<file path="src/vec_settings.svh">
`ifndef VEC_SETTINGS_SVH
`define VEC_SETTINGS_SVH

////////////////////////////////////////////////////////////
// register file geometry
////////////////////////////////////////////////////////////

// number of architectural vector registers, v0 doubles as mask
`define V_REGS      32

// bits per register, one load beat is one full register
`define VLEN        128

// register number width, log2 of V_REGS
`define V_ADDR_W    5

// element index width is fixed at 5 bits in the ports,
// enough for 16 elements at sew 8 plus an out of range bit

`endif

</file>
<file path="src/vec_pkg.sv">
package vec_pkg;

    `include "vec_settings.svh"

    ////////////////////////////////////////////////////////////
    // encodings
    ////////////////////////////////////////////////////////////

    typedef enum logic [1:0] {sew_8, sew_16, sew_32} sew_e;    // element width
    typedef enum logic [1:0] {lmul_1, lmul_2, lmul_4} lmul_e;  // group size in regs

    typedef enum logic [2:0] {
        op_add,
        op_sub,
        op_and,
        op_or,
        op_xor,
        op_min                          // unsigned minimum
    } alu_op_e;

    typedef enum logic {wr_reg, wr_elem} wr_kind_e;             // whole reg or one slice

    typedef enum logic [1:0] {arb_idle, arb_ack, arb_release} arb_state_e;

    ////////////////////////////////////////////////////////////
    // data
    ////////////////////////////////////////////////////////////

    typedef logic [`VLEN-1:0] vreg_t;   // one full register
    typedef logic [31:0]      elem_t;   // one element, zero extended below 32

    // low sew bits set, used for slicing and truncation
    function automatic elem_t sew_ones(sew_e s);
        case (s)
            sew_8:   return 32'h0000_00ff;
            sew_16:  return 32'h0000_ffff;
            default: return 32'hffff_ffff;
        endcase
    endfunction

endpackage

</file>
<file path="src/vrf_wr_if.sv">
`timescale 1ns/1ps
`include "vec_settings.svh"

// one write request from a peer towards the arbiter
// four-phase: req up with payload stable, ack up on the write cycle,
// req down after ack, ack down after req
interface vrf_wr_if import vec_pkg::*; ();

    logic                   req;    // requester side
    logic                   ack;    // arbiter side, high from the write cycle on
    wr_kind_e               kind;   // whole register or element
    logic [`V_ADDR_W-1:0]   addr;   // target register
    logic [4:0]             idx;    // element index, ignored for wr_reg
    vreg_t                  data;   // element sits in the low sew bits

    modport requester (
        output req,
        output kind,
        output addr,
        output idx,
        output data,
        input  ack
    );

    modport arbiter (
        input  req,
        input  kind,
        input  addr,
        input  idx,
        input  data,
        output ack
    );

endinterface

</file>
<file path="src/vec_loader.sv">
`timescale 1ns/1ps
`include "vec_settings.svh"

module vec_loader import vec_pkg::*; (
    input  logic                    clk,
    input  logic                    nrst,
    input  logic                    ld_req,
    output logic                    ld_ack,
    input  logic                    ld_first,   // first beat of a group
    input  logic [`V_ADDR_W-1:0]    ld_reg,     // group base, aligned
    input  lmul_e                   ld_lmul,
    input  vreg_t                   ld_data,
    vrf_wr_if.requester             wr
);

    logic [`V_ADDR_W-1:0]   base;       // group base from the first beat
    logic [2:0]             grp_len;    // registers in the group
    logic [2:0]             cnt;        // next beat number
    logic [`V_ADDR_W-1:0]   beat_addr;
    logic                   beat_ok;    // beat falls inside the group
    logic                   start;

    function automatic logic [2:0] grp_size(lmul_e m);
        case (m)
            lmul_2:  return 3'd2;
            lmul_4:  return 3'd4;
            default: return 3'd1;
        endcase
    endfunction

    // new beat only when both handshakes are fully back to idle
    assign start     = ld_req && !ld_ack && !wr.req && !wr.ack;
    assign beat_addr = ld_first ? ld_reg : base + `V_ADDR_W'(cnt);
    assign beat_ok   = ld_first || (cnt < grp_len);

    assign wr.kind = wr_reg;    // always whole registers
    assign wr.idx  = '0;

    ////////////////////////////////////////////////////////////
    // handshake control
    ////////////////////////////////////////////////////////////

    always_ff @(posedge clk) begin
        if (!nrst) begin
            wr.req  <= 1'b0;
            ld_ack  <= 1'b0;
            cnt     <= '0;
            grp_len <= '0;      // stray beats before any group are refused
        end else begin
            if (start && ld_first) begin
                grp_len <= grp_size(ld_lmul);
                cnt     <= '0;
            end
            if (start) begin
                if (beat_ok) wr.req <= 1'b1;    // hand the beat to the arbiter
                else         ld_ack <= 1'b1;    // refused, no write
            end
            if (wr.req && wr.ack) begin         // beat is in the regfile now
                wr.req <= 1'b0;
                ld_ack <= 1'b1;
                cnt    <= cnt + 3'd1;
            end
            if (ld_ack && !ld_req) ld_ack <= 1'b0;
        end
    end

    // payload, held while wr.req is up
    always_ff @(posedge clk) begin
        if (start && ld_first) base <= ld_reg;
        if (start && beat_ok) begin
            wr.addr <= beat_addr;
            wr.data <= ld_data;
        end
    end

endmodule

</file>
<file path="src/flat_wrapper.sv">
// flat-port wrapper written by rule: the top's interface ports become plain ports
module vec_loader_flat import vec_pkg::*;
  (clk, nrst, ld_req, ld_ack, ld_first, ld_reg, ld_lmul, ld_data, wr_req, wr_kind, wr_addr, wr_idx, wr_data, wr_ack);
  vrf_wr_if wr_i ();
  input  logic clk;
  input  logic nrst;
  input  logic ld_req;
  output logic ld_ack;
  input  logic ld_first;
  input  logic [`V_ADDR_W-1:0] ld_reg;
  input  lmul_e ld_lmul;
  input  vreg_t ld_data;
  output wire logic [$bits(wr_i.req)-1:0] wr_req;
  output wire logic [$bits(wr_i.kind)-1:0] wr_kind;
  output wire logic [$bits(wr_i.addr)-1:0] wr_addr;
  output wire logic [$bits(wr_i.idx)-1:0] wr_idx;
  output wire logic [$bits(wr_i.data)-1:0] wr_data;
  input wire logic [$bits(wr_i.ack)-1:0] wr_ack;
  assign wr_req = wr_i.req;
  assign wr_kind = wr_i.kind;
  assign wr_addr = wr_i.addr;
  assign wr_idx = wr_i.idx;
  assign wr_data = wr_i.data;
  assign wr_i.ack = wr_ack;
  vec_loader u_core (.clk(clk), .nrst(nrst), .ld_req(ld_req), .ld_ack(ld_ack), .ld_first(ld_first), .ld_reg(ld_reg), .ld_lmul(ld_lmul), .ld_data(ld_data), .wr(wr_i));
endmodule
</file>
<file path="config.mk">
export PLATFORM = sky130hd
export DESIGN_NAME = vec_loader_flat
export DESIGN_NICKNAME = d
export VERILOG_FILES = /design/src/vec_pkg.sv /design/src/vrf_wr_if.sv /design/src/vec_loader.sv /design/src/flat_wrapper.sv
export VERILOG_INCLUDE_DIRS = /design/src /design/src/src
export SDC_FILE = /design/constraint.sdc
export NUM_CORES = 1
export LEC_CHECK = 0
export BUFFER_PORTS_ARGS = -buffer_cell sky130_fd_sc_hd__buf_2
export CAP_MARGIN = 25
export CELL_PAD_IN_SITES_DETAIL_PLACEMENT = 1
export CELL_PAD_IN_SITES_GLOBAL_PLACEMENT = 2
export CORE_UTILIZATION = 28
export DETAILED_ROUTE_END_ITERATION = 8
export GPL_ROUTABILITY_DRIVEN = 0
export PLACE_DENSITY_LB_ADDON = 0.1
export RECOVER_POWER = 100
export SYNTH_ARGS = -nofsm -noshare
export SYNTH_HDL_FRONTEND = slang
export SYNTH_SLANG_ARGS = --single-unit
</file>
<file path="constraint.sdc">
create_clock -name clk -period 13.81 [get_ports clk]
set_input_delay 0 -clock clk [delete_from_list [all_inputs] [get_ports clk]]
set_output_delay 0 -clock clk [all_outputs]
set_load 0.1 [all_outputs]
</file>
== After elaboration in Yosys (flattened, before gate mapping) ==
Index checks and enable logic that the tools add are counted.

* Register bits after elaboration: 146
* Input bits: 140
* Output and inout bits: 141
* Logic and storage cells: 39

* Add/sub/neg operators: 2
* $lt $le $gt $ge: 1
* Equal/unequal tests: 3
* Mux-type cells: 7
* Bitwise operators: 1
* Reduce and logical (&&, ||, !) cells: 18

{| class="wikitable"
|+ Operators by type and width
! cell !! count
|-
| logical AND 1 bit || 7
|-
| two-way mux 3 bit || 2
|-
| case mux 3 bit (2 select lines) || 1
|-
| adder 5 x 3 -> 5 bit || 1
|-
| two-way mux 5 bit || 1
|-
| logical NOT 1 bit || 4
|-
| AND reduction 2 bit || 2
|-
| nonzero test 2 bit || 2
|-
| OR reduction 2 bit || 2
|-
| adder 3 x 1 -> 3 bit (second input constant) || 1
|-
| less-than comparator 3 bit || 1
|-
| two-way mux 1 bit || 3
|-
| == test 2 x 1 -> 1 bit (second input constant) || 1
|-
| == test 2 bit (second input constant) || 1
|-
| != test 2 bit (second input constant) || 1
|-
| logical OR 1 bit || 1
|-
| NOT 1 bit || 1
|}

== Depth between registers and ports, before layout ==
* Word-level depth: 7
* Gate-level depth with buffers: 6

== Least setup slack after synthesis ==
No wires, ideal clock.

* Path kind: register to register
* Start: register u_core.ld_ack
* End: register u_core.wr.addr[0] (enable)
* Setup time: 0.828 ns
* Data arrival time: 10.743 ns
* Required time: 12.982 ns
* Slack: 2.239 ns
* Stages on the path, launching flop included: 3
* Path buffers: 0
* Clock period less this slack: 11.571 ns
* Cells stage by stage: dfxtp_1 nor4b_4 a21boi_0

* Word-level cells in the longest chain between the ends: 5

{| class="wikitable"
|+ RTL lines
! element !! line !! RTL
|-
| start: declaration || vec_loader.sv:8 || <nowiki>output logic ld_ack,</nowiki>
|-
| start signal: assignment || vec_loader.sv:46 || <nowiki>ld_ack <= 1'b0;</nowiki>
|-
| start signal: assignment || vec_loader.sv:56 || <nowiki>else ld_ack <= 1'b1;</nowiki>
|-
| start signal: assignment || vec_loader.sv:60 || <nowiki>ld_ack <= 1'b1;</nowiki>
|-
| logical NOT 1 bit || vec_loader.sv:32 || <nowiki>assign start = ld_req && !ld_ack && !wr.req && !wr.ack;</nowiki>
|-
| logical AND 1 bit (3 in a row) || vec_loader.sv:32 ||
|-
| logical AND 1 bit || vec_loader.sv:70 || <nowiki>if (start && beat_ok) begin</nowiki>
|-
| end signal: assignment || vec_loader.sv:71 || <nowiki>wr.addr <= beat_addr;</nowiki>
|-
| end: declaration || vrf_wr_if.sv:19 || <nowiki>output addr,</nowiki>
|}

No other way between the ends.
A chain may end at the register's enable or synchronous reset.

== Worst setup path after layout ==
* Start: register u_core.cnt[2]
* End: register u_core.wr.data[53] (enable)

* Word-level cells in the longest chain between the ends: 3

{| class="wikitable"
|+ RTL lines
! element !! line !! RTL
|-
| start: declaration || vec_loader.sv:18 || <nowiki>logic [2:0] cnt;</nowiki>
|-
| start signal: assignment || vec_loader.sv:61 || <nowiki>cnt <= cnt + 3'd1;</nowiki>
|-
| less-than comparator 3 bit || vec_loader.sv:34 || <nowiki>assign beat_ok = ld_first || (cnt < grp_len);</nowiki>
|-
| logical OR 1 bit || vec_loader.sv:34 ||
|-
| logical AND 1 bit || vec_loader.sv:70 ||
|-
| end signal: assignment || vec_loader.sv:72 || <nowiki>wr.data <= ld_data;</nowiki>
|-
| end: declaration || vrf_wr_if.sv:21 || <nowiki>output data,</nowiki>
|}

No other way between the ends.

==> results.py <==
metrics = {
    "setup_path": {
        "r2r-end": "u_core.wr.data[53]",
        "r2r_cells": 7,
        "critical_path_class": "flip-flop to flip-flop",
        "startpoint_type": "flip-flop",
        "crit_arrival_ps": 6880,
        "worstPathRequired_ps": 13900,
        "end_kind": "flip-flop",
        "r2r_slack_ps": 7020,
        "path_max_fanout": 43,
        "rr_startpoint": "u_core.cnt[2]",
    },
    "clock_network": {
        "cts_hold_buf": 138,
        "cts-resized-gates": 0,
        "h-tree-depth": 4,
        "root_buffer": "clkbuf_16",
        "cts-buffers-inserted": 17,
        "cts.sinks": 146,
        "cts_buffer_depth": 2,
        "clk_pin_slew_ps": 60,
        "clkLatencyLatePin_ps": 420,
        "cts_tree": "done",
        "post-cts-setup-buffer-count": 0,
    },
    "hold_path": {
        "hold_start": "ld_lmul[0]",
        "hp-class": "input port to flip-flop",
        "min_to": "u_core.grp_len[1]",
        "holdPathStages": 4,
    },
    "timing": {
        "max_freq_ghz": 0.147,
        "tightest_slew_ps": 2690,
        "drv_slew": 96,
        "finalSetupViolCount": 0,
        "hold_viol": 0,
        "relSlewSlack_pct": -80.9,
        "post-route-min-period_ps": 6790,
        "clock_skew_ps": 13.8,
        "setup_ws_ps": 7020,
        "tns_ps": 0,
        "rsz0062_at_grt": "false",
        "fin_hold_ws_ps": 16.6,
        "timing.final.crit_share_pct": 49.2,
    },
    "logic_synthesis": {
        "synth_seq_cells": 146,
        "synth_cell_types": 32,
        "syn-instance-count": 231,
        "synth_edf_count": 138,
        "avgSynthCellArea_sq_um": 21.1,
        "synth_area_sq_um": 4880,
        "synth-main-ff-cell": "edfxtp_1",
        "yosysSeqAreaShare_pct": 88.2,
        "ys_async_sr_fraction_pct": 0,
        "ys_warn_count": 0,
    },
    "place": {
        "placed_cell_area_sq_um": 6500,
        "portBuffers": 274,
        "hpwlAfterDp_um": 10400,
        "place_ws_ps": 10290,
    },
    "global_routing": {
        "grt_max_degree": 85,
        "overflow": 0,
        "met2_usage_pct": 30.1,
        "grt_use_total_pct": 16.7,
        "grt_pass1_wl_um": 21900,
        "top_usage_layer": "met2",
        "grt_use_met1_pct": 18.4,
        "antenna_found_initial": 1,
        "grt_pass1_vias": 3855,
        "grt_util_met3_pct": 4.88,
    },
    "layout": {
        "fill_cells": 1841,
        "fin_nets": 809,
        "drive_above_1_share_pct": 24.3,
        "syn2layout_area_growth_pct": 68.7,
        "fin_area_sq_um": 8230,
    },
    "floorplanning": {
        "dieArea_sq_um": 18000,
        "num_rows": 47,
        "dieWidth_um": 134,
        "dieHeight_um": 134,
        "io_pins": 281,
        "coreArea_sq_um": 16800,
        "start_util_pct": 29.0,
    },
    "detailed_routing": {
        "wl_um": 15000,
        "drtPass1Iterations": 4,
        "wl_per_cell_um": 16.8,
        "ant_nets": 0,
        "drtIter0Drc": 142,
        "vias": 3654,
        "drc": 0,
        "via_per_inst": 4.09,
    },
    "power_and_ir_drop": {
        "ir_drop_mv": 0.0799,
        "powerDensity_nw_per_um2": 135,
        "p_leak_nw": 3.08,
    },
    "run_status": {
        "status": "finished, violations left",
        "violations": "max-capacitance violations, max-slew violations",
    },
    "flow_run": {
        "drv_cap": 3,
    },
}
==> flip-flops by register name, summed over array words and instances, names as in the netlist <==
signal	count
u_core.wr.data	128
u_core.base	5
u_core.wr.addr	5
u_core.cnt	3
u_core.grp_len	3
u_core.ld_ack	1
u_core.wr.req	1
==> cell usage in the layout, fill, tap and decap left out, types with 6 or more instances in the layout <==
cell | synthesis | routed
nand3_1 | 6 | 6
edfxtp_1 | 138 | 138
dfxtp_1 | 8 | 8
ha_1 | 8 | 8
conb_1 | 1 | 6
inv_1 | 10 | 10
clkbuf_1 | 1 | 144
dlygate4sd3_1 | 0 | 138
buf_2 | 2 | 131
nand2_1 | 13 | 13
clkbuf_16 | 0 | 17
==> layout make-up <==
cell class	count	area, sq um	share of cell area (%)
repair buffers	415	2600	31.6
flip-flops and latches	146	4300	52.3
clock inverters	14	114	1.38
well taps	220	275	3.34
diodes	1	2.50	0.0304
inverters	10	37.5	0.456
multi-input cells	70	469	5.70
clock buffers	17	425	5.17
==> synthesized netlist by cell type (3+ instances only) <==
cell type    n  area share [%]
a21oi_1      4            0.41
buf_4        6            0.92
dfxtp_1      8             3.3
edfxtp_1   138              85
ha_1         8             2.1
inv_1       10            0.77
mux2i_1      3            0.62
nand2_1     13             1.0
nand3_1      6            0.62
nor2_1       4            0.31
o21ai_0      4            0.41
o22ai_1      3            0.38
==> per-stage QoR <==
step / std cells / util (%) / total power [mW]
finish: 893 / 48.9 / 1.11
global route: 893 / 48.9 / 1.15
CTS: 891 / 50.1 / 1.13
detailed placement: 722 / 38.6 / 0.675
global placement: 722 / 38.6 / 0.674
floorplan: 236 / - / 0.645
==> routing by layer <==
layer / part of all wire, % / vias to the layer above
met2: 53 / 147
met3: 6.3 / 12
met4: 1.3 / 0
li1: - / 1734
met5: 0 / -
met1: 40 / 1761
==> worst max-delay path: stages (launching register included) <==
cell and delay, ps:
dfxtp_1 340, ha_1 320, a21oi_1 140, o21ai_0 170, a21boi_0 2040, clkbuf_1 1340
clkbuf_1 1750, buf_12 320
==> worst max path at each step <==
stage / startpoint / endpoint / slack (ps) / cells after the start
finish: u_core.cnt[2] / u_core.wr.data[53] / 7020 / 7
global route: u_core.grp_len[2] / u_core.wr.data[68] / 6300 / 8
CTS: u_core.cnt[2] / u_core.wr.data[68] / 10280 / 6
detailed placement: u_core.cnt[2] / u_core.wr.data[95] / 10290 / 6
global placement: u_core.grp_len[2] / u_core.wr.data[95] / 10380 / 7
floorplan: u_core.ld_ack / u_core.wr.addr[0] / 2240 / 2
==> where the power goes <==
part / switching (mW) / internal, mW
clock network: 0.176 / 0.245
logic: 0.138 / 0.0472
registers: 0.00445 / 0.504
==> logic make-up (layout without fill, tap and decap cells) <==
family | Yosys count | in the layout | share of synthesized area, %
and+or+nand+nor | 33 | 33 | 3.77
buffers and inverters | 20 | 456 | 2.21
DFF | 146 | 146 | 88.2
adders and majority gates | 9 | 9 | 2.46
muxes | 4 | 4 | 0.846
other | 1 | 7 | 0.0769
AOI/OAI and AO/OA | 17 | 17 | 2.23
xor gates and xnor gates | 1 | 1 | 0.180
Note: power is estimated with default switching activity, not from simulation.
