`src/vec_settings.svh`:
```
`ifndef VEC_SETTINGS_SVH
`define VEC_SETTINGS_SVH

////////////////////////////////////////////////////////////
// register file geometry
////////////////////////////////////////////////////////////

// number of architectural vector registers, v0 doubles as mask
`define V_REGS      32

// bits per register, one load beat is one full register
`define VLEN        128

// register number width, log2 of V_REGS
`define V_ADDR_W    5

// element index width is fixed at 5 bits in the ports,
// enough for 16 elements at sew 8 plus an out of range bit

`endif

```
`src/vec_pkg.sv`:
```
package vec_pkg;

    `include "vec_settings.svh"

    ////////////////////////////////////////////////////////////
    // encodings
    ////////////////////////////////////////////////////////////

    typedef enum logic [1:0] {sew_8, sew_16, sew_32} sew_e;    // element width
    typedef enum logic [1:0] {lmul_1, lmul_2, lmul_4} lmul_e;  // group size in regs

    typedef enum logic [2:0] {
        op_add,
        op_sub,
        op_and,
        op_or,
        op_xor,
        op_min                          // unsigned minimum
    } alu_op_e;

    typedef enum logic {wr_reg, wr_elem} wr_kind_e;             // whole reg or one slice

    typedef enum logic [1:0] {arb_idle, arb_ack, arb_release} arb_state_e;

    ////////////////////////////////////////////////////////////
    // data
    ////////////////////////////////////////////////////////////

    typedef logic [`VLEN-1:0] vreg_t;   // one full register
    typedef logic [31:0]      elem_t;   // one element, zero extended below 32

    // low sew bits set, used for slicing and truncation
    function automatic elem_t sew_ones(sew_e s);
        case (s)
            sew_8:   return 32'h0000_00ff;
            sew_16:  return 32'h0000_ffff;
            default: return 32'hffff_ffff;
        endcase
    endfunction

endpackage

```
`src/vrf_wr_if.sv`:
```
`timescale 1ns/1ps
`include "vec_settings.svh"

// one write request from a peer towards the arbiter
// four-phase: req up with payload stable, ack up on the write cycle,
// req down after ack, ack down after req
interface vrf_wr_if import vec_pkg::*; ();

    logic                   req;    // requester side
    logic                   ack;    // arbiter side, high from the write cycle on
    wr_kind_e               kind;   // whole register or element
    logic [`V_ADDR_W-1:0]   addr;   // target register
    logic [4:0]             idx;    // element index, ignored for wr_reg
    vreg_t                  data;   // element sits in the low sew bits

    modport requester (
        output req,
        output kind,
        output addr,
        output idx,
        output data,
        input  ack
    );

    modport arbiter (
        input  req,
        input  kind,
        input  addr,
        input  idx,
        input  data,
        output ack
    );

endinterface

```
`src/vec_elem_alu.sv`:
```
`timescale 1ns/1ps
`include "vec_settings.svh"

module vec_elem_alu import vec_pkg::*; (
    input  logic                    clk,
    input  logic                    nrst,
    input  sew_e                    sew,
    input  logic                    op_req,
    output logic                    op_ack,
    input  alu_op_e                 op_code,
    input  logic [`V_ADDR_W-1:0]    op_vd,
    input  logic [`V_ADDR_W-1:0]    op_vs1,
    input  logic [`V_ADDR_W-1:0]    op_vs2,
    input  logic [4:0]              op_idx,
    input  logic                    op_masked,
    input  elem_t                   src_a,      // element of vs1 from the regfile
    input  elem_t                   src_b,      // element of vs2
    input  vreg_t                   mask,       // v0
    output logic [`V_ADDR_W-1:0]    src_reg_a,
    output logic [`V_ADDR_W-1:0]    src_reg_b,
    output logic [4:0]              src_idx,
    vrf_wr_if.requester             wr
);

    alu_op_e                code_q;
    logic [`V_ADDR_W-1:0]   vd_q, vs1_q, vs2_q;
    logic [4:0]             idx_q;
    elem_t                  res;
    elem_t                  res_q;
    logic                   exec;       // operands being read this cycle
    logic                   start;
    logic                   masked_off;

    assign start      = op_req && !op_ack && !exec && !wr.req && !wr.ack;
    assign masked_off = op_masked && !mask[op_idx]; // v0 bit idx is zero

    // operand reads follow the latched command
    assign src_reg_a = vs1_q;
    assign src_reg_b = vs2_q;
    assign src_idx   = idx_q;

    ////////////////////////////////////////////////////////////
    // datapath
    ////////////////////////////////////////////////////////////

    always_comb begin
        case (code_q)
            op_add:  res = src_a + src_b;
            op_sub:  res = src_a - src_b;
            op_and:  res = src_a & src_b;
            op_or:   res = src_a | src_b;
            op_xor:  res = src_a ^ src_b;
            op_min:  res = (src_a < src_b) ? src_a : src_b;  // both zero extended
            default: res = '0;
        endcase
        res = res & sew_ones(sew);  // carry and borrow above sew dropped
    end

    assign wr.kind = wr_elem;
    assign wr.addr = vd_q;
    assign wr.idx  = idx_q;
    assign wr.data = vreg_t'(res_q);    // element in the low bits

    ////////////////////////////////////////////////////////////
    // handshake control
    ////////////////////////////////////////////////////////////

    always_ff @(posedge clk) begin
        if (!nrst) begin
            exec   <= 1'b0;
            wr.req <= 1'b0;
            op_ack <= 1'b0;
        end else begin
            if (start) begin
                if (masked_off) op_ack <= 1'b1;     // nothing to write
                else            exec   <= 1'b1;
            end
            if (exec) begin
                exec   <= 1'b0;
                wr.req <= 1'b1;                     // result ready in res_q
            end
            if (wr.req && wr.ack) begin
                wr.req <= 1'b0;
                op_ack <= 1'b1;                     // element written
            end
            if (op_ack && !op_req) op_ack <= 1'b0;
        end
    end

    // command and result, stable while wr.req is up
    always_ff @(posedge clk) begin
        if (start) begin
            code_q <= op_code;
            vd_q   <= op_vd;
            vs1_q  <= op_vs1;
            vs2_q  <= op_vs2;
            idx_q  <= op_idx;
        end
        if (exec) res_q <= res;
    end

endmodule

```
`src/flat_wrapper.sv`:
```
// flat-port wrapper written by rule: the top's interface ports become plain ports
module vec_elem_alu_flat import vec_pkg::*;
  (clk, nrst, sew, op_req, op_ack, op_code, op_vd, op_vs1, op_vs2, op_idx, op_masked, src_a, src_b, mask, src_reg_a, src_reg_b, src_idx, wr_req, wr_kind, wr_addr, wr_idx, wr_data, wr_ack);
  vrf_wr_if wr_i ();
  input  logic clk;
  input  logic nrst;
  input  sew_e sew;
  input  logic op_req;
  output logic op_ack;
  input  alu_op_e op_code;
  input  logic [`V_ADDR_W-1:0] op_vd;
  input  logic [`V_ADDR_W-1:0] op_vs1;
  input  logic [`V_ADDR_W-1:0] op_vs2;
  input  logic [4:0] op_idx;
  input  logic op_masked;
  input  elem_t src_a;
  input  elem_t src_b;
  input  vreg_t mask;
  output logic [`V_ADDR_W-1:0] src_reg_a;
  output logic [`V_ADDR_W-1:0] src_reg_b;
  output logic [4:0] src_idx;
  output wire logic [$bits(wr_i.req)-1:0] wr_req;
  output wire logic [$bits(wr_i.kind)-1:0] wr_kind;
  output wire logic [$bits(wr_i.addr)-1:0] wr_addr;
  output wire logic [$bits(wr_i.idx)-1:0] wr_idx;
  output wire logic [$bits(wr_i.data)-1:0] wr_data;
  input wire logic [$bits(wr_i.ack)-1:0] wr_ack;
  assign wr_req = wr_i.req;
  assign wr_kind = wr_i.kind;
  assign wr_addr = wr_i.addr;
  assign wr_idx = wr_i.idx;
  assign wr_data = wr_i.data;
  assign wr_i.ack = wr_ack;
  vec_elem_alu u_core (.clk(clk), .nrst(nrst), .sew(sew), .op_req(op_req), .op_ack(op_ack), .op_code(op_code), .op_vd(op_vd), .op_vs1(op_vs1), .op_vs2(op_vs2), .op_idx(op_idx), .op_masked(op_masked), .src_a(src_a), .src_b(src_b), .mask(mask), .src_reg_a(src_reg_a), .src_reg_b(src_reg_b), .src_idx(src_idx), .wr(wr_i));
endmodule
```
`config.mk`:
```
export PLATFORM = sky130hd
export DESIGN_NAME = vec_elem_alu_flat
export DESIGN_NICKNAME = d
export VERILOG_FILES = /design/src/vec_pkg.sv /design/src/vrf_wr_if.sv /design/src/vec_elem_alu.sv /design/src/flat_wrapper.sv
export VERILOG_INCLUDE_DIRS = /design/src /design/src/src
export SDC_FILE = /design/constraint.sdc
export NUM_CORES = 1
export LEC_CHECK = 0
export ABC_AREA = 1
export BUFFER_PORTS_ARGS = -buffer_cell sky130_fd_sc_hd__buf_2
export CORE_MARGIN = 8
export CORE_UTILIZATION = 55
export DETAILED_ROUTE_END_ITERATION = 7
export GPL_TIMING_DRIVEN = 0
export PLACE_DENSITY = 0.88
export SYNTH_ARGS = -nofsm -noshare
export SYNTH_HDL_FRONTEND = slang
export SYNTH_SLANG_ARGS = --single-unit
export TNS_END_PERCENT = 50
```
`constraint.sdc`:
```
create_clock -name clk -period 11.5 [get_ports clk]
set_input_delay 1.15 -clock clk [delete_from_list [all_inputs] [get_ports clk]]
set_output_delay 1.15 -clock clk [all_outputs]
set_load 0.01 [all_outputs]
```
# After elaboration in Yosys (flattened, before gate mapping)
# Cells that the tools add are included.
[op_classes] addsub=2 order_cmp=2 n_eq_ne=6 muxes=9 bitwise=6 n_reduce_logical=21
[op_table] operator="32-bit one-hot mux with 6 select lines" n=1
[op_table] operator="32-bit AND" n=2
[op_table] operator="32-bit one-hot mux with 2 select lines" n=1
[op_table] operator="32-bit adder" n=1
[op_table] operator="32-bit < comparator" n=1
[op_table] operator="32-bit two-way mux" n=1
[op_table] operator="32-bit bitwise OR" n=1
[op_table] operator="32-bit subtractor" n=1
[op_table] operator="32-bit bitwise XOR" n=1
[op_table] operator="5-bit by 8-bit < comparator with 1-bit output (second input constant)" n=1
[op_table] operator="1-bit logical AND" n=7
[op_table] operator="3-bit by 2-bit == test with 1-bit output (second input constant)" n=2
[op_table] operator="3-bit == test (second input constant)" n=2
[op_table] operator="1-bit zero test" n=6
[op_table] operator="1-bit binary-select mux with 5-bit select" n=1
[op_table] operator="1-bit two-way mux" n=5
[op_table] operator="2-bit nonzero test" n=2
[op_table] operator="2-bit OR reduction" n=2
[op_table] operator="3-bit by 1-bit == test with 1-bit output (second input constant)" n=1
[op_table] operator="3-bit zero test" n=1
[op_table] operator="3-bit OR reduction" n=1
[op_table] operator="2-bit by 1-bit == test with 1-bit output (second input constant)" n=1
[op_table] operator="2-bit zero test" n=1
[op_table] operator="1-bit NOT" n=2
[op_table] operator="2-bit AND reduction" n=1
[word_totals] ff_bits=58 input_bits=222

# Depth between registers and ports, before layout
[depth] ltp_word=7 mapped_depth=18

# Worst setup path after synthesis
# Ideal clock, no wire load.
[synth_path] kind="input -> register" startpoint="input port wr_ack" endpoint="register u_core.op_ack" setup_time_ps=72 arrival_ps=3962 t_required_ps=11428 slack_ps=7466 cell_stages=3 n_path_buf=0 path_cell_list="nor4_1 > nand4_1 > a21oi_1"
[synth_between] elab_chain_len=4 word_cells_on_any_way=7
[synth_lines] element="start, declared" line_no="flat_wrapper.sv:27" text="input wire logic [$bits(wr_i.ack)-1:0] wr_ack;"
[synth_lines] element="1-bit zero test" line_no="vec_elem_alu.sv:34" text="assign start = op_req && !op_ack && !exec && !wr.req && !wr.ack;"
[synth_lines] element="1-bit logical AND" line_no="vec_elem_alu.sv:34"
[synth_lines] element="2-bit nonzero test (no source line)"
[synth_lines] element="2-bit AND reduction (no source line)"
[synth_lines] element="end signal, assigned" line_no="vec_elem_alu.sv:72" text="op_ack <= 1'b0;"
[synth_lines] element="end signal, assigned" line_no="vec_elem_alu.sv:75" text="if (masked_off) op_ack <= 1'b1;"
[synth_lines] element="end signal, assigned" line_no="vec_elem_alu.sv:84" text="op_ack <= 1'b1;"
[synth_lines] element="end, declared" line_no="vec_elem_alu.sv:9" text="output logic op_ack,"
# Parallel ways exist; a longest one is shown, timed or not.
# A chain may end at the register's enable or synchronous reset.

# Worst setup path after layout
[layout_path] startpoint="input port src_a[27]" endpoint="register u_core.res_q[22], data pin"
[layout_between] elab_chain_len=4
[layout_lines] element="start, declared" line_no="flat_wrapper.sv:16" text="input elem_t src_a;"
[layout_lines] element="32-bit < comparator" line_no="vec_elem_alu.sv:53" text="op_min: res = (src_a < src_b) ? src_a : src_b;"
[layout_lines] element="32-bit two-way mux" line_no="vec_elem_alu.sv:53"
[layout_lines] element="32-bit one-hot mux with 6 select lines" line_no="vec_elem_alu.sv:47" text="case (code_q)"
[layout_lines] element="32-bit AND" line_no="vec_elem_alu.sv:56" text="res = res & sew_ones(sew);"
[layout_lines] element="via u_core.res[22]" line_no="vec_elem_alu.sv:28" text="elem_t res;"
[layout_lines] element="end signal, assigned" line_no="vec_elem_alu.sv:99" text="if (exec) res_q <= res;"
[layout_lines] element="end, declared" line_no="vec_elem_alu.sv:29" text="elem_t res_q;"
# The timed path passes the listed nets, and every way through them passes these cells.

==> run summary <==
Leakage power -> 6.83 nW
Largest cells by area after synthesis -> nand2_1 (18%), edfxtp_1 (17%), ha_1 (13%), inv_1 (10%), buf_4 (8.3%)
Share of layout cells above drive strength 1 -> 0.190
Worst-margin pin slew -> 1120 ps
Post-route ant nets -> 0
CTS tree -> built
Crit path DAT -> 3680 ps
Clock Path Buffers -> 2
Routability-driven placement congestion ratio -> 1.00
Crit Path Category -> in -> reg
# setup viols final -> 0
# IOs -> 378
Post-synth EDFFs -> 55
Clock-pin transition on the worst setup and hold timing paths -> 50 ps
CP Launch Type -> input port
Dpl hpwl -> 31,700 um
Final Slew Violations -> 0
Synth top area share -> 0.183
Tcrit/Tclk final -> 0.314
Die height -> 150 um
Synth top cells by count -> nand2_1 (480), inv_1 (273), nor2_1 (179), nand3_1 (145), buf_4 (108)
Hold-fix buffers, CTS -> 0
Delay of the slowest critical-path stage -> 530 ps
Max Cap Viol -> 0
Setup TNS -> 0 ps
Final Hold Viols -> 0
Vias/cell -> 5.23
Data required time of the worst path -> 11,580 ps
Worst hold stages -> 2
Most common cell in the netlist -> nand2_1
Register area -> 1710 sq um
Asr flop ratio synth -> 0
Wirelength per Cell -> 17.5 um
DR iter-0 viols -> 1,174
Vias in the first global route -> 10,800
Port Buf Inserts -> 184
Largest net degree at the start of global routing -> 35
Top FF cell, synth -> edfxtp_1
Area leader, netlist -> nand2_1
Critical path's slowest cell -> ha_1
Outcome -> complete, no violations
FF+latch count, synth -> 58
Cell area after synthesis -> 9820 sq um
GRT overflow -> 0
Placed Cells -> 2,159
Unique masters post-synth -> 43
Clk sinks -> 58
Die ar. -> 22,400 sq um
R2r startpoint -> u_core.code_q[2]$_DFFE_PP_
Sequential share of the synthesized area -> 0.174
Antenna violations before repair -> 0
Width of the die -> 150 um
Post-CTS Resized -> 0
Worst-path maximum fanout -> 10
Hold-critical path endpoint -> u_core.op_ack$_SDFFE_PP0P_
Register-to-register setup slack -> 8580 ps
Antenna cells -> 0
Mapped Avg Cell Area -> 5.96 sq um
Tmin final -> 3610 ps
CTS root buffer -> clkbuf_16
DR DRC count -> 0
Worst Reg-to-Reg Cells -> 8
Power Density -> 83.1 nW/um^2
R2R Path End -> u_core.res_q[16]$_DFFE_PP_
CP Capture Type -> flip-flop
Final #Nets -> 2,264
Cells after Synth -> 1,649
H-tree depth -> 3
Area grow syn2layout -> 19.2%
Final Power -> 0.000973 W
Critical Path Most Common Cell -> nand2_1
GRT Total Usage -> 0.328
Post-Route WL -> 38,100 um
First-pass GRT wire length -> 57,000 um
Worst vdd ir -> 0.0696 mV
Row count -> 49
Starting Density -> 0.554
Clock latency at the later pin of the worst-skew pair -> 350 ps
Post-CTS Repair Setup Buffers -> 0
Worst hold path class -> reg -> reg
CTS Buf Count -> 9
Hold_sp -> u_core.op_ack$_SDFFE_PP0P_
Iteration count of the initial detailed-routing pass -> 6
Core Region -> 17,700 sq um
Fmax -> 277 MHz
Via count -> 11,400
# fillers -> 1,756
Multi-input combinational cell area -> 6370 sq um
Rel. slew slack -> 0.248
Crit-path cells -> buf_2, inv_1, ha_1, inv_2, a21oi_2, nand2_1, nand2_1, nand2_1, a21oi_4, buf_2, nand3_1, nand3_1, nand2_1, nor2_1, nor2_1
Non-filler cells, final -> 2,175
Yosys warns -> 0
Clk_skew -> 18.2 ps
RSZ-0062 raised after global routing -> no
how the worst max path moves through the flow:
stage                   start                         end  slack [ps]  depth (start not counted)
floorplan              wr_ack  u_core.op_ack$_SDFFE_PP0P_        7470                          3
global placement       wr_ack  u_core.op_ack$_SDFFE_PP0P_        6490                          4
detailed placement  src_a[27]  u_core.res_q[22]$_DFFE_PP_        7610                         15
CTS                 src_a[27]  u_core.res_q[22]$_DFFE_PP_        7970                         15
global route        src_b[27]  u_core.res_q[24]$_DFFE_PP_        7810                         15
finish              src_a[27]  u_core.res_q[22]$_DFFE_PP_        7890                         15
worst max-delay path: cells and delay by family:
family	cells	cell delay, ps
compound gates	2	510
fa+ha+maj	1	530
simple gates	8	840
buf+inv	4	640
stage by stage:
| stage | cell area [sq um] | hold slack [ps] | util | setup WS (ps) |
|---|---|---|---|---|
| 2_1_floorplan | 10200 | 539 | - | 7470 |
| 3_3_place_gp | 11400 | 515 | 0.643 | 6490 |
| 3_5_place_dp | 11400 | 518 | 0.644 | 7610 |
| 4_1_cts | 11700 | 524 | 0.661 | 7970 |
| 5_1_grt | 11700 | 542 | 0.661 | 7810 |
| 6_report | 11700 | 532 | 0.661 | 7890 |
routing by layer:
layer / up-vias / track usage / part of all wire
li1: 5599 / - / -
met1: 5017 / 0.381 / 0.38
met2: 632 / 0.545 / 0.46
met3: 137 / 0.0593 / 0.088
met4: 0 / 0.217 / 0.063
met5: - / 0 / 0
report_power, final:
| part | internal [W] | switching (W) | total (W) | leakage [nW] |
|---|---|---|---|---|
| sequential | 0.000244 | 0.00000548 | 0.000250 | 0.535 |
| combinational | 0.000151 | 0.000297 | 0.000448 | 6.16 |
| clock | 0.000173 | 0.000103 | 0.000275 | 0.142 |
kinds of logic (layout without fill, tap and decap cells):
group | count (synthesis) | count (layout) | share of synthesized area
flip-flops | 58 | 58 | 0.174
AND/OR/NAND/NOR | 857 | 857 | 0.361
XOR/XNOR | 3 | 3 | 0.00268
AO/OA/AOI/OAI | 195 | 195 | 0.117
adder cells (fa/ha/maj) | 101 | 101 | 0.130
other | 2 | 97 | 0.000765
buffers and inverters | 433 | 635 | 0.214
state kept, by name, indices dropped and copies added, names as in the netlist:
name              count
u_core.res_q         32
u_core.src_idx        5
u_core.src_reg_a      5
u_core.src_reg_b      5
u_core.wr.addr        5
u_core.code_q         3
u_core.exec           1
u_core.op_ack         1
u_core.wr.req         1
cell type report:
cell class | instances | area share
buffer | 148 | 0.0884
tap | 229 | 0.0245
inverter | 285 | 0.0914
timing repair buffer | 186 | 0.0803
clock buffer | 11 | 0.0207
clock inverter | 5 | 0.00470
sequential | 58 | 0.146
multi-input combinational | 1253 | 0.544
placed cells by master (no fill, tap or decap), types with 3 or more instances in the layout:
cell type and n:
buf_2 199, conb_1 97, nand4_1 14, buf_4 109, clkbuf_16 9, nor2_1 179, o211ai_1 22, nand2_2 6
nand2_1 480, nand3_1 145, nor3_1 14, inv_1 273, o21ai_0 41, inv_2 11, clkbuf_1 17, nor2_2 4
ha_1 99, xor2_1 3, a21oi_2 3, a21oi_1 77, buf_6 8, o221ai_1 3, o21ai_1 3, a31oi_1 9
o21bai_1 8, o22ai_1 24, edfxtp_1 55, nand2_4 4
(Power assumes the default switching activity.)
