## src/vec_settings.svh

```systemverilog
`ifndef VEC_SETTINGS_SVH
`define VEC_SETTINGS_SVH

////////////////////////////////////////////////////////////
// register file geometry
////////////////////////////////////////////////////////////

// number of architectural vector registers, v0 doubles as mask
`define V_REGS      32

// bits per register, one load beat is one full register
`define VLEN        128

// register number width, log2 of V_REGS
`define V_ADDR_W    5

// element index width is fixed at 5 bits in the ports,
// enough for 16 elements at sew 8 plus an out of range bit

`endif

```

## src/vec_pkg.sv

```systemverilog
package vec_pkg;

    `include "vec_settings.svh"

    ////////////////////////////////////////////////////////////
    // encodings
    ////////////////////////////////////////////////////////////

    typedef enum logic [1:0] {sew_8, sew_16, sew_32} sew_e;    // element width
    typedef enum logic [1:0] {lmul_1, lmul_2, lmul_4} lmul_e;  // group size in regs

    typedef enum logic [2:0] {
        op_add,
        op_sub,
        op_and,
        op_or,
        op_xor,
        op_min                          // unsigned minimum
    } alu_op_e;

    typedef enum logic {wr_reg, wr_elem} wr_kind_e;             // whole reg or one slice

    typedef enum logic [1:0] {arb_idle, arb_ack, arb_release} arb_state_e;

    ////////////////////////////////////////////////////////////
    // data
    ////////////////////////////////////////////////////////////

    typedef logic [`VLEN-1:0] vreg_t;   // one full register
    typedef logic [31:0]      elem_t;   // one element, zero extended below 32

    // low sew bits set, used for slicing and truncation
    function automatic elem_t sew_ones(sew_e s);
        case (s)
            sew_8:   return 32'h0000_00ff;
            sew_16:  return 32'h0000_ffff;
            default: return 32'hffff_ffff;
        endcase
    endfunction

endpackage

```

## src/vrf_wr_if.sv

```systemverilog
`timescale 1ns/1ps
`include "vec_settings.svh"

// one write request from a peer towards the arbiter
// four-phase: req up with payload stable, ack up on the write cycle,
// req down after ack, ack down after req
interface vrf_wr_if import vec_pkg::*; ();

    logic                   req;    // requester side
    logic                   ack;    // arbiter side, high from the write cycle on
    wr_kind_e               kind;   // whole register or element
    logic [`V_ADDR_W-1:0]   addr;   // target register
    logic [4:0]             idx;    // element index, ignored for wr_reg
    vreg_t                  data;   // element sits in the low sew bits

    modport requester (
        output req,
        output kind,
        output addr,
        output idx,
        output data,
        input  ack
    );

    modport arbiter (
        input  req,
        input  kind,
        input  addr,
        input  idx,
        input  data,
        output ack
    );

endinterface

```

## src/vrf_arbiter.sv

```systemverilog
`timescale 1ns/1ps
`include "vec_settings.svh"

module vrf_arbiter import vec_pkg::*; (
    input  logic                    clk,
    input  logic                    nrst,

    vrf_wr_if.arbiter               ld,     // loader peer
    vrf_wr_if.arbiter               alu,    // element alu peer

    // shared write port of the register file
    output logic                    wr_en,
    output wr_kind_e                wr_kind,
    output logic [`V_ADDR_W-1:0]    wr_addr,
    output logic [4:0]              wr_idx,
    output vreg_t                   wr_data
);

    arb_state_e     state;
    logic           sel_alu;    // current or last owner, 1 = alu, doubles as round-robin memory
    logic           pick_alu;   // choice made in idle
    logic           gnt_ld;
    logic           gnt_alu;
    logic           owner_req;  // req of whoever holds the port

    // alu wins if alone, or if both ask and the loader went last
    assign pick_alu  = alu.req && (!ld.req || !sel_alu);
    assign owner_req = sel_alu ? alu.req : ld.req;

    ////////////////////////////////////////////////////////////
    // grant fsm
    ////////////////////////////////////////////////////////////

    always_ff @(posedge clk) begin
        if (!nrst) begin
            state    <= arb_idle;
            sel_alu  <= 1'b0;
        end else begin
            case (state)
                arb_idle: begin
                    if (ld.req || alu.req) begin
                        sel_alu  <= pick_alu;
                        state    <= arb_ack;        // write happens next cycle
                    end
                end
                arb_ack: state <= arb_release;      // single write cycle
                arb_release: begin
                    if (!owner_req) state <= arb_idle;  // drop ack once req is gone
                end
                default: state <= arb_idle;
            endcase
        end
    end

    // ack stays up from the write cycle until the owner lets go
    assign gnt_ld  = (state != arb_idle) && !sel_alu;
    assign gnt_alu = (state != arb_idle) && sel_alu;
    assign ld.ack  = gnt_ld;
    assign alu.ack = gnt_alu;

    assign wr_en = (state == arb_ack);  // exactly one pulse per grant

    // owner payload onto the regfile port, only sampled while wr_en
    always_comb begin
        if (sel_alu) begin
            wr_kind = alu.kind;
            wr_addr = alu.addr;
            wr_idx  = alu.idx;
            wr_data = alu.data;
        end else begin
            wr_kind = ld.kind;
            wr_addr = ld.addr;
            wr_idx  = ld.idx;
            wr_data = ld.data;
        end
    end

endmodule

```

## src/flat_wrapper.sv

```systemverilog
// flat-port wrapper written by rule: the top's interface ports become plain ports
module vrf_arbiter_flat import vec_pkg::*;
  (clk, nrst, wr_en, wr_kind, wr_addr, wr_idx, wr_data, ld_req, ld_kind, ld_addr, ld_idx, ld_data, ld_ack, alu_req, alu_kind, alu_addr, alu_idx, alu_data, alu_ack);
  vrf_wr_if ld_i ();
  vrf_wr_if alu_i ();
  input  logic clk;
  input  logic nrst;
  output logic wr_en;
  output wr_kind_e wr_kind;
  output logic [`V_ADDR_W-1:0] wr_addr;
  output logic [4:0] wr_idx;
  output vreg_t wr_data;
  input wire logic [$bits(ld_i.req)-1:0] ld_req;
  input wire logic [$bits(ld_i.kind)-1:0] ld_kind;
  input wire logic [$bits(ld_i.addr)-1:0] ld_addr;
  input wire logic [$bits(ld_i.idx)-1:0] ld_idx;
  input wire logic [$bits(ld_i.data)-1:0] ld_data;
  output wire logic [$bits(ld_i.ack)-1:0] ld_ack;
  input wire logic [$bits(alu_i.req)-1:0] alu_req;
  input wire logic [$bits(alu_i.kind)-1:0] alu_kind;
  input wire logic [$bits(alu_i.addr)-1:0] alu_addr;
  input wire logic [$bits(alu_i.idx)-1:0] alu_idx;
  input wire logic [$bits(alu_i.data)-1:0] alu_data;
  output wire logic [$bits(alu_i.ack)-1:0] alu_ack;
  assign ld_i.req = ld_req;
  assign ld_i.kind = ld_kind;
  assign ld_i.addr = ld_addr;
  assign ld_i.idx = ld_idx;
  assign ld_i.data = ld_data;
  assign ld_ack = ld_i.ack;
  assign alu_i.req = alu_req;
  assign alu_i.kind = alu_kind;
  assign alu_i.addr = alu_addr;
  assign alu_i.idx = alu_idx;
  assign alu_i.data = alu_data;
  assign alu_ack = alu_i.ack;
  vrf_arbiter u_core (.clk(clk), .nrst(nrst), .ld(ld_i), .alu(alu_i), .wr_en(wr_en), .wr_kind(wr_kind), .wr_addr(wr_addr), .wr_idx(wr_idx), .wr_data(wr_data));
endmodule
```

## config.mk

```make
export PLATFORM = sky130hd
export DESIGN_NAME = vrf_arbiter_flat
export DESIGN_NICKNAME = d
export VERILOG_FILES = /design/src/vec_pkg.sv /design/src/vrf_wr_if.sv /design/src/vrf_arbiter.sv /design/src/flat_wrapper.sv
export VERILOG_INCLUDE_DIRS = /design/src /design/src/src
export SDC_FILE = /design/constraint.sdc
export NUM_CORES = 1
export LEC_CHECK = 0
export ABC_AREA = 0
export BUFFER_PORTS_ARGS = -buffer_cell sky130_fd_sc_hd__buf_2
export CORE_AREA = 2 2 166 168
export CTS_CLUSTER_SIZE = 8
export DETAILED_ROUTE_END_ITERATION = 12
export DIE_AREA = 0 0 168 170
export MAX_ROUTING_LAYER = met4
export PLACE_DENSITY = 0.43
export SETUP_SLACK_MARGIN = 0.02
export SKIP_CTS_REPAIR_TIMING = 1
export SKIP_LAST_GASP = 1
export SYNTH_ARGS = -nofsm -noshare
export SYNTH_HDL_FRONTEND = slang
export SYNTH_SLANG_ARGS = --single-unit
```

## constraint.sdc

```tcl
create_clock -name clk -period 1.2 [get_ports clk]
set_input_delay 0.3 -clock clk [delete_from_list [all_inputs] [get_ports clk]]
set_output_delay 0.3 -clock clk [all_outputs]
set_load 0.01 [all_outputs]
```

# --- Word level (Yosys, flattened, before mapping) ---
# Cells that the tools add are included.
op_classes:
  n_eq_ne: 4
  muxes: 8
  reduce_logical: 11
ops:
  columns: ["cell", "count"]
  rows:
  - ["2-to-1 mux 128 bit", 1]
  - ["2-to-1 mux 5 bit", 2]
  - ["case mux 2 bit (3 select lines)", 1]
  - ["2-to-1 mux 2 bit", 2]
  - ["AND reduction 2 bit", 2]
  - ["logical AND 1 bit", 3]
  - ["== test 2 x 1 -> 1 bit (second input constant)", 1]
  - ["== test 2 bit (second input constant)", 1]
  - ["logical NOT 1 bit", 2]
  - ["logical NOT 2 bit", 1]
  - ["logical OR 1 bit", 2]
  - ["2-to-1 mux 1 bit", 2]
  - ["inequality test 2 x 1 -> 1 bit (second input constant)", 1]
  - ["inequality test 2 bit (second input constant)", 1]
  - ["nonzero test 2 bit", 1]
totals:
  ff_bits: 3
  output_inout_bits: 142

# --- Logic depth before layout (Yosys ltp) ---
# Gate-level depths: netlist (run 1).
logic_depth:
  depth_word: 3
  depth_mapped: 5
  ltp_nobuf: 2

# --- Worst setup path before layout (run 1) ---
# Ideal clock, no wire load.
synth_timing:
  path_type: "register -> output"
  start: "register u_core.sel_alu"
  end: "output port wr_data[100]"
  arrival_time_ns: 1.054
  setup_slack_ns: -0.154
  stages_incl_launch_ff: 5
  path_cell_list: "dfxtp_1 buf_4 buf_6 buf_6 mux2_4"
synth_via:
  elab_chain_len: 1
synth_rtl:
  columns: ["item", "line", "source"]
  rows:
  - ["start, declared", "vrf_arbiter.sv:20", "logic sel_alu;"]
  - ["start signal, assigned", "vrf_arbiter.sv:42", "sel_alu <= pick_alu;"]
  - ["2-to-1 mux 128 bit", "vrf_arbiter.sv:65", "if (sel_alu) begin"]
  - ["end, declared", "flat_wrapper.sv:12", "output vreg_t wr_data;"]
# No other way between the ends.

# --- Worst setup path in the final report (run 1) ---
layout_timing:
  start: "register u_core.sel_alu"
  end: "output port wr_data[29]"
# The elaborated chain is that of the path after synthesis.

==> metrics.txt, run 1 <==
clk_skew roughly 0.00048 ns; CP arrival 1.44 ns; Initial DRT Pass Iterations 6; Yosys Warn Count 0; htree depth 1; Die W 168 um; CP Class flop to output port; fin nets 896; unrepaired setup endpoints after global routing true; post-route ant nets 0; area grow syn2layout 137%; Tot Pwr around 3.3 mW; total grt overflow 0; TritonCTS clock tree yes; Syn Inst Count 170; Tmin final about 1.7 ns; Crit path largest cell delay ~0.37 ns; Starting Density 7.86%; sequential area share after synthesis 2.87%; number of max-cap violations 0; DRC errors left 0; synth top area cells mux2_4 (47%), mux2_2 (39%), buf_6 (3.8%), dfxtp_1 (2.9%), buf_2 (1.7%); syn_nets 452; initial antenna violation count 7; status complete, but fails checks; Post-Synth XOR/XNOR Area 0%; routed wire length 15000 um; Simple-Gate Fraction of Synth Area 2.45%; Post-Layout Cell Count between 900 and 1000; Setup crit end kind output port; worst skew pair latency about 0.22 ns; Hold/Removal Path Class input pin to flop; Setup crit start kind flop; worst-path fanout max 20; vias in the first global route 3299; Chip Height 170 um; Top delay family on crit path buffers and inverters; CP cell instances buf_12, buf_4, mux2_2, buf_2; clock buffer depth 2; Post-Syn Area 0.00209 mm2; All-Layer GR Usage under 10%; CP required 0.90 ns; pwr dens ~660 mW/mm2; Fin Setup TNS -66.66 ns; post-synthesis register bit count 3; largest net degree at the start of global routing 21; share of post-route cells with drive strength above 1 98.2%; Max Transition Viols Final 0; Fmax 576 MHz; Least-Margin Pin Slew 0.224 ns; area share of fa/ha/maj cells after synthesis 0%; # rows 60; Clock Sink Count 3; Final setup viols 141; core area 0.0267 mm2; Syn Area/Cell 12.3 um2; largest family of logic cells by synthesized area multiplexers; violated checks setup timing; wire per inst 15.6 um; VDD IR max 524 uV; DRT iter0 DRCs 45; Final Hold Fails 0; Die ar. 0.0286 mm2; worst slack, placed -0.321 ns; WP buf/inv 3; Buffers on Ports 423; Post-Place Cell Area 0.00480 mm2; number of I/O pins around 420; Slowest-stage cell, CP dfxtp_4; routed vias ~3200; Final Util a little under a fifth; Synth area leader mux2_4; via/cell ratio about 3.3; multiplexer share of the synthesized area ~87%; Synth Area in Compound Gates roughly 1.1%; Max-slew headroom 85.0%; GPL Wtd Cong ~0.8; placed insts between 900 and 1000; hold_ws 0.342 ns; final instance area slightly below 0.005 mm2; Worst-path clk slew 0.03 ns; CTS Buf Count 3; Yosys top cell area share 47.3%; final worst slack -0.537 ns; clk root buf clkbuf_16; post-synth cell types 17; Static Leak 2.72 nW; first-pass GRT wire length 20000 um; Post-DP HPWL 14000 um; Final Cycle Share 145%
## where the power goes
part | switching (mW) | internal, mW | leakage, nW
registers | 0.0148 | 0.112 | 0.0261
clock network | 0.0888 | 0.438 | 0.0382
logic | 1.10 | 1.54 | 2.66
## synth_stat cells (all sizes together)
cell / count
o211a: 1
nor2b: 2
mux2: 139
buf: 16
dfxtp: 3
nand4bb: 1
mux2i: 1
nor2: 2
o21ai: 1
nand3b: 1
nor3b: 1
nor3: 1
o2bb2ai: 1
## path summary, 6_finish.rpt
kind,slack (ns),start,endpoint,cells past startpoint
hold / removal,0.34,nrst,u_core.sel_alu$_SDFFE_PN0P_,2
setup / recovery,-0.54,u_core.sel_alu$_SDFFE_PN0P_,wr_data[29],4
setup reg to reg,0.17,u_core.sel_alu$_SDFFE_PN0P_,u_core.sel_alu$_SDFFE_PN0P_,4
hold reg to reg,0.44,u_core.state[0]$_SDFFE_PN0P_,u_core.state[0]$_SDFFE_PN0P_,1
## routing by layer
layer  wire, um  vias up  global-route usage [%]
met5          0        -                       -
li1           -     1543                       -
met1       5810     1413                    10.4
met2       7130      248                    16.4
met4         86        0                    1.93
met3       2010        2                    4.23
## cell type report
cell class / instances / area [um2]
sequential: 3 / 67.6
tap: 341 / 427
antenna: 7 / 17.5
timing repair buffer: 455 / 2460
multi-input combinational: 151 / 1910
fill: 2978 / 21700
clock buffer: 4 / 78.8
## cell families after synthesis
kind of cell,after synthesis
flip-flops,3
buffers and inverters,16
AO/OA/AOI/OAI,3
multiplexers,140
AND/OR/NAND/NOR,8
## worst register-to-register path: cells and delay by family (launching register included)
family | cells | cell delay [ns]
flops | 1 | 0.37
compound gates | 1 | 0.13
buf+inv | 2 | 0.32
simple gates | 1 | 0.10
## state kept, by name, indices dropped and copies added, names as in the netlist
signal and cells:
u_core.sel_alu 1, u_core.state 2
## cells in the final DEF, fill, tap and decap left out
cell type  count
buf_12         4
buf_16         1
buf_2        422
buf_4         24
buf_6          3
clkbuf_1       1
clkbuf_16      4
dfxtp_1        1
dfxtp_4        2
diode_2        7
mux2_2        73
mux2_4        66
mux2i_1        1
nand3b_1       1
nand4bb_1      1
nor2_1         1
nor2_2         1
nor2b_2        1
nor2b_4        1
nor3_1         1
nor3b_1        1
o211a_1        1
o21ai_0        1
o2bb2ai_1      1
No activity file was read; power rests on OpenSTA's default activity.
==> run 2, diff against run 1 <==
--- a/constraint.sdc
+++ b/constraint.sdc
@@ -3,2 +3,2 @@
 set_output_delay 0.3 -clock clk [all_outputs]
-set_load 0.01 [all_outputs]
+set_load 0.02 [all_outputs]
==> metrics.txt, run 2 (synthesis gave the netlist of run 1 again) <==
status complete, but fails checks; violated checks setup timing; pwr dens 748 mW/mm2 (+12%); final worst slack -0.538 ns (-0.00185 ns); WL met2 7100 um (-0.36%); htree depth 1 (unchanged); worst-path fanout max 15 (-25%); clock buffer depth 2 (unchanged); max reg flops 2 (unchanged); TritonCTS clock tree yes; most common cell after layout, fill and taps aside buf_2; CTS Buf Count 3 (unchanged); Final setup viols 141 (unchanged); clk_skew 0.00172 ns (+0.00124 ns); CP Class flop to output port; DRT iter0 DRCs 41 (-8.9%); Static Leak 2.77 nW (+1.9%); Max Transition Viols Final 0 (unchanged); core area 0.0267 mm2 (unchanged); Buffers on Ports 423 (unchanged); VDD IR max 485 uV (-7.5%); top layer in use met4; number of max-cap violations 0 (unchanged); Initial DRT Pass Iterations 4 (-2); vias in the first global route 3263 (-1.1%); CP arrival 1.44 ns (about the same); wire per inst 15.5 um (-1.2%); Clock Sink Count 3 (unchanged); Reg with most FFs u_core.state; Least-Margin Pin Slew 0.318 ns (+0.0940 ns); Setup crit end kind output port; Worst-path clk slew 0.03 ns (about the same); largest net degree at the start of global routing 18 (-14%); Die W 168 um (unchanged); most frequent cells in the layout buf_2 (415), mux2_4 (71), mux2_2 (68); CP required 0.90 ns (about the same); post-route ant nets 0 (unchanged); routed wire length 14900 um (-1.1%); Fillers 2994 (+0.54%); Tmin final 1.74 ns (+0.00185 ns); initial antenna violation count 4 (-3); # rows 60 (unchanged); Fin Setup TNS -69.59 ns (-2.93 ns); Post-DP HPWL 13800 um (-1.8%); Hold/Removal Path Class input pin to flop; Fmax 575 MHz (-0.11%); DRC errors left 0 (unchanged); worst skew pair latency 0.22 ns (about the same); Setup crit start kind flop; All-Layer GR Usage 9.48% (-0.14 points); first-pass GRT wire length 19500 um (-2.3%); Final Hold Fails 0 (unchanged); fin nets 900 (+0.45%); Die ar. 0.0286 mm2 (unchanged); area grow syn2layout 141%; GPL Wtd Cong 0.816 (+2.8%); clk root buf clkbuf_16; Starting Density 7.86% (unchanged); via/cell ratio 3.37 (+0.96%); Chip Height 170 um (unchanged); Max-slew headroom 78.7% (-6.3 points); sum of routed wire segments on met1 5940 um (+2.2%); share of post-route cells with drive strength above 1 98.1% (-0.15 points); Final Util 18.9% (+0.30 points); number of I/O pins 424 (unchanged); total grt overflow 0 (unchanged); Top Registers u_core.state x2, u_core.sel_alu x1; Final Cycle Share 145% (+0.15 points); WL met3 1690 um (-16%); routed vias 3240 (+1.1%); unrepaired setup endpoints after global routing true
run 2: cell count changes in the layout (fill, tap and decap cells not counted), sizes merged:
cell	previous run	this run
diode	7	4
buf	454	458
run 2: worst paths after layout:
path / startpoint / endpoint / slack [ns] / cells after the start
worst max-delay path: u_core.sel_alu$_SDFFE_PN0P_ / wr_data[117] / -0.54 / 4
worst min-delay path: nrst / u_core.state[1]$_SDFFE_PN0P_ / 0.33 / 2
worst max register to register: u_core.sel_alu$_SDFFE_PN0P_ / u_core.state[1]$_SDFFE_PN0P_ / 0.14 / 3
worst min register to register: u_core.state[0]$_SDFFE_PN0P_ / u_core.state[0]$_SDFFE_PN0P_ / 0.55 / 2
run 2: stage by stage:
stage | instances | total power [mW] | hold slack [ns] | area, um2 | setup slack (ns)
3_5_place_dp | 948 | 3.14 | 0.504 | 4780 | -0.339
3_3_place_gp | 948 | 3.14 | 0.509 | 4780 | -0.339
4_1_cts | 952 | 3.69 | 0.335 | 4860 | -0.578
6_report | 962 | 3.77 | 0.333 | 5040 | -0.538
2_1_floorplan | 170 | 1.96 | 0.417 | 2160 | -0.138
5_1_grt | 962 | 3.97 | 0.358 | 5040 | -0.586
run 2: worst max-delay path, cell delays in order, from the launching register on:
cell and delay (ns):
dfxtp_4 0.37, buf_12 0.16, buf_4 0.16, mux2_2 0.34, buf_2 0.16
run 2: where the power goes:
part           switching (mW)  leakage [nW]  internal [mW]
registers              0.0153        0.0261          0.112
clock network          0.0932        0.0382          0.439
logic                    1.51          2.71           1.60
total                    1.62          2.77           2.15
run 2: metal layers:
layer | vias to the layer above | track usage, %
met5 | - | -
met4 | 0 | 1.78
met3 | 7 | 2.79
met2 | 253 | 16.2
met1 | 1433 | 11.1
li1 | 1547 | -
run 2: final cells by class:
class	instances	area [um2]	area share, %
repair buffers	459	2520	50.1
clock buffers	4	78.8	1.56
multi-input cells	151	1930	38.3
diodes	4	10.0	0.199
well taps	341	427	8.47
flip-flops and latches	3	67.6	1.34
==> run 3, diff against run 2 <==
- ABC_AREA: 0 -> 1
- CAP_MARGIN: not set -> 20
- CORE_AREA: 2 2 166 168 -> 2 2 164 166
- DIE_AREA: 0 0 168 170 -> 0 0 166 168
==> metrics.txt, run 3 <==
routed vias 4544 (+40%); Slowest-stage cell, CP dfxtp_4; total grt overflow 0 (unchanged); first-pass GRT wire length 20500 um (+4.9%); CP required 0.90 ns (about the same); post-route ant nets 0 (unchanged); most instantiated cells after synthesis nand2_1 (424), buf_4 (11), buf_2 (10); Static Leak 3.74 nW (+35%); CP cell instances clkinv_8, buf_12, clkbuf_16, nand2_2, nand2_2, buf_4; Buffers on Ports 423 (unchanged); vias in the first global route 4136 (+27%); via/cell ratio 3.58 (+6.4%); Clock Power Share 10.7% (-3.4 points); Starting Density 7.43% (-0.43 points); Die ar. 0.0279 mm2 (-2.4%); Final Util 24.8% (+5.9 points); Reg with most FFs u_core.state; area of the multi-input gates 0.00253 mm2 (+31%); synth top area cells nand2_1 (81%), buf_6 (5.2%), buf_4 (4.2%), dfxtp_1 (3.1%), buf_2 (2.6%); Final setup viols 141 (unchanged); Post-Syn Area 0.00196 mm2 (-6.6%); TritonCTS clock tree yes; CP Class flop to output port; number of enable flip-flop cells after synthesis 0 (unchanged); fin nets 1209 (+34%); Worst path most repeated cell nand2_2; Max-slew headroom 78.5% (-0.21 points); Fin Setup TNS -57.19 ns (+12.40 ns); most frequent cells in the layout buf_2 (339), nand2_1 (207), nand2_2 (148); Psw 2.47 mW (+53%); Setup crit end kind output port; Top delay family on crit path buffers and inverters; worst skew pair latency 0.23 ns (about the same); largest net degree at the start of global routing 40 (+22); CP arrival 1.35 ns (-0.09 ns); initial antenna violation count 0 (-4); Worst-path clk slew 0.03 ns (about the same); unrepaired setup endpoints after global routing true; area grow syn2layout 234%; status complete, but fails checks; All-Layer GR Usage 9.19% (-0.29 points); syn_nets 753 (+67%); WP buf/inv 4 (+1); number of I/O pins 424 (unchanged); Die W 166 um (-1.2%); VDD IR max 541 uV (+12%); Fmax 606 MHz (+5.4%); share of post-route cells with drive strength above 1 76.5% (-22 points); violated checks setup timing; wire per inst 13.3 um (-14%); most common cell in the netlist nand2_1; Synth area leader nand2_1; clock buffer depth 2 (unchanged); Least-Margin Pin Slew 0.322 ns (+0.00315 ns); Syn Area/Cell 4.15 um2 (-66%); core area 0.0264 mm2 (-1.1%); DRC errors left 0 (unchanged); worst-path fanout max 6 (-9); Fillers 2924 (-2.3%); commonest register cell after synthesis dfxtp_1; Chip Height 168 um (-1.2%); worst slack, placed -0.224 ns (+0.114 ns); Sw Ratio 49.0% (+6.0 points); Post-DP HPWL 12400 um (-10%); clk root buf clkbuf_16; Yosys top cell area share 81.3% (+34 points); Clock Sink Count 3 (unchanged); hold_ws 0.358 ns (+0.0242 ns); Hold/Removal Path Class input pin to flop; Yosys Warn Count 0 (unchanged); routed wire length 16800 um (+13%); post-synth cell types 12 (-5); pwr dens 772 mW/mm2 (+3.3%); Syn Inst Count 471 (+180%); Crit path largest cell delay 0.42 ns (+0.05 ns); DRT iter0 DRCs 60 (+46%); Pint 2.57 mW (+20%); post-synthesis register bit count 3 (unchanged); Synth async-reset ratio 0% (unchanged); Tot Pwr 5.05 mW (+34%); number of max-cap violations 0 (unchanged); # rows 60 (unchanged); htree depth 1 (unchanged); register area 66.3 um2 (-1.9%); Comb pwr share 86.7% (+4.2 points); Tmin final 1.65 ns (-0.0890 ns); final worst slack -0.449 ns (+0.0890 ns); Final Cycle Share 137% (-7.4 points); clk_skew 0.000263 ns (-0.00146 ns); max reg flops 2 (unchanged); CTS Buf Count 3 (unchanged); most common cell after layout, fill and taps aside buf_2; Initial DRT Pass Iterations 4 (unchanged); Top Registers u_core.state x2, u_core.sel_alu x1; Setup crit start kind flop; Max Transition Viols Final 0 (unchanged); Sequential Power Share 2.6% (-0.8 points); Final Hold Fails 0 (unchanged); GPL Wtd Cong 0.773 (-5.2%); sequential area share after synthesis 3.07% (+0.20 points)
## run 3: cell count changes after synthesis, sizes merged, moves of 2 or more
cell / previous run / this run
a21oi: 0 / 2
buf: 16 / 31
inv: 0 / 4
mux2: 139 / 0
nand2: 0 / 424
nor2: 2 / 5
nor2b: 2 / 0
## run 3: area by class of cell
cell class,instances,share of cell area (%)
flip-flops and latches,3,1.01
well taps,341,6.53
repair buffers,482,52.1
clock buffers,4,1.21
multi-input cells,433,38.7
inverters,4,0.421
diodes,1,0.0383
## run 3: per-stage QoR
step           cell area [um2]  instances
2_1_floorplan             2320        471
3_3_place_gp              4990       1242
3_5_place_dp              4990       1242
4_1_cts                   5070       1246
5_1_grt                   6530       1267
6_report                  6540       1268
## run 3: worst register-to-register path, stage by stage (launching register included)
cell and delay, ns:
dfxtp_4 0.42, clkinv_8 0.10, buf_12 0.16, buf_8 0.14, nand2_2 0.05, nand2_1 0.05, nand2_1 0.05, a21oi_1 0.05
## run 3: worst paths after layout
check	slack, ns	cells after the start	to	start
setup / recovery	-0.45	6	wr_data[32]	u_core.sel_alu$_SDFFE_PN0P_
hold / removal	0.36	3	u_core.state[0]$_SDFFE_PN0P_	nrst
setup reg to reg	0.07	7	u_core.state[1]$_SDFFE_PN0P_	u_core.sel_alu$_SDFFE_PN0P_
hold reg to reg	0.49	2	u_core.state[1]$_SDFFE_PN0P_	u_core.state[0]$_SDFFE_PN0P_
## run 3: cell families (layout without fill, tap and decap cells)
group	Yosys count	after routing	share of synthesized area, %
flip-flops	3	3	3.07
AND/OR/NAND/NOR	430	430	82.5
AO/OA/AOI/OAI	3	3	0.767
buffers and inverters	35	490	13.6
other	0	1	0
## run 3: power by group through the flow
stage | registers (mW) | logic [mW] | clock network, mW
floorplan | 0.116 | 1.86 | 0
global placement | 0.124 | 3.23 | 0
detailed placement | 0.126 | 3.23 | 0
CTS | 0.124 | 3.24 | 0.547
global route | 0.132 | 4.67 | 0.557
finish | 0.130 | 4.38 | 0.541
## run 3: metal layers
metal | vias to the layer above | wire length [um] | track usage, %
met3 | 12 | 1240 | 1.65
met2 | 269 | 9060 | 17.9
met4 | 0 | 242 | 0.907
met1 | 1957 | 6270 | 9.99
met5 | - | 0 | -
li1 | 2306 | - | -
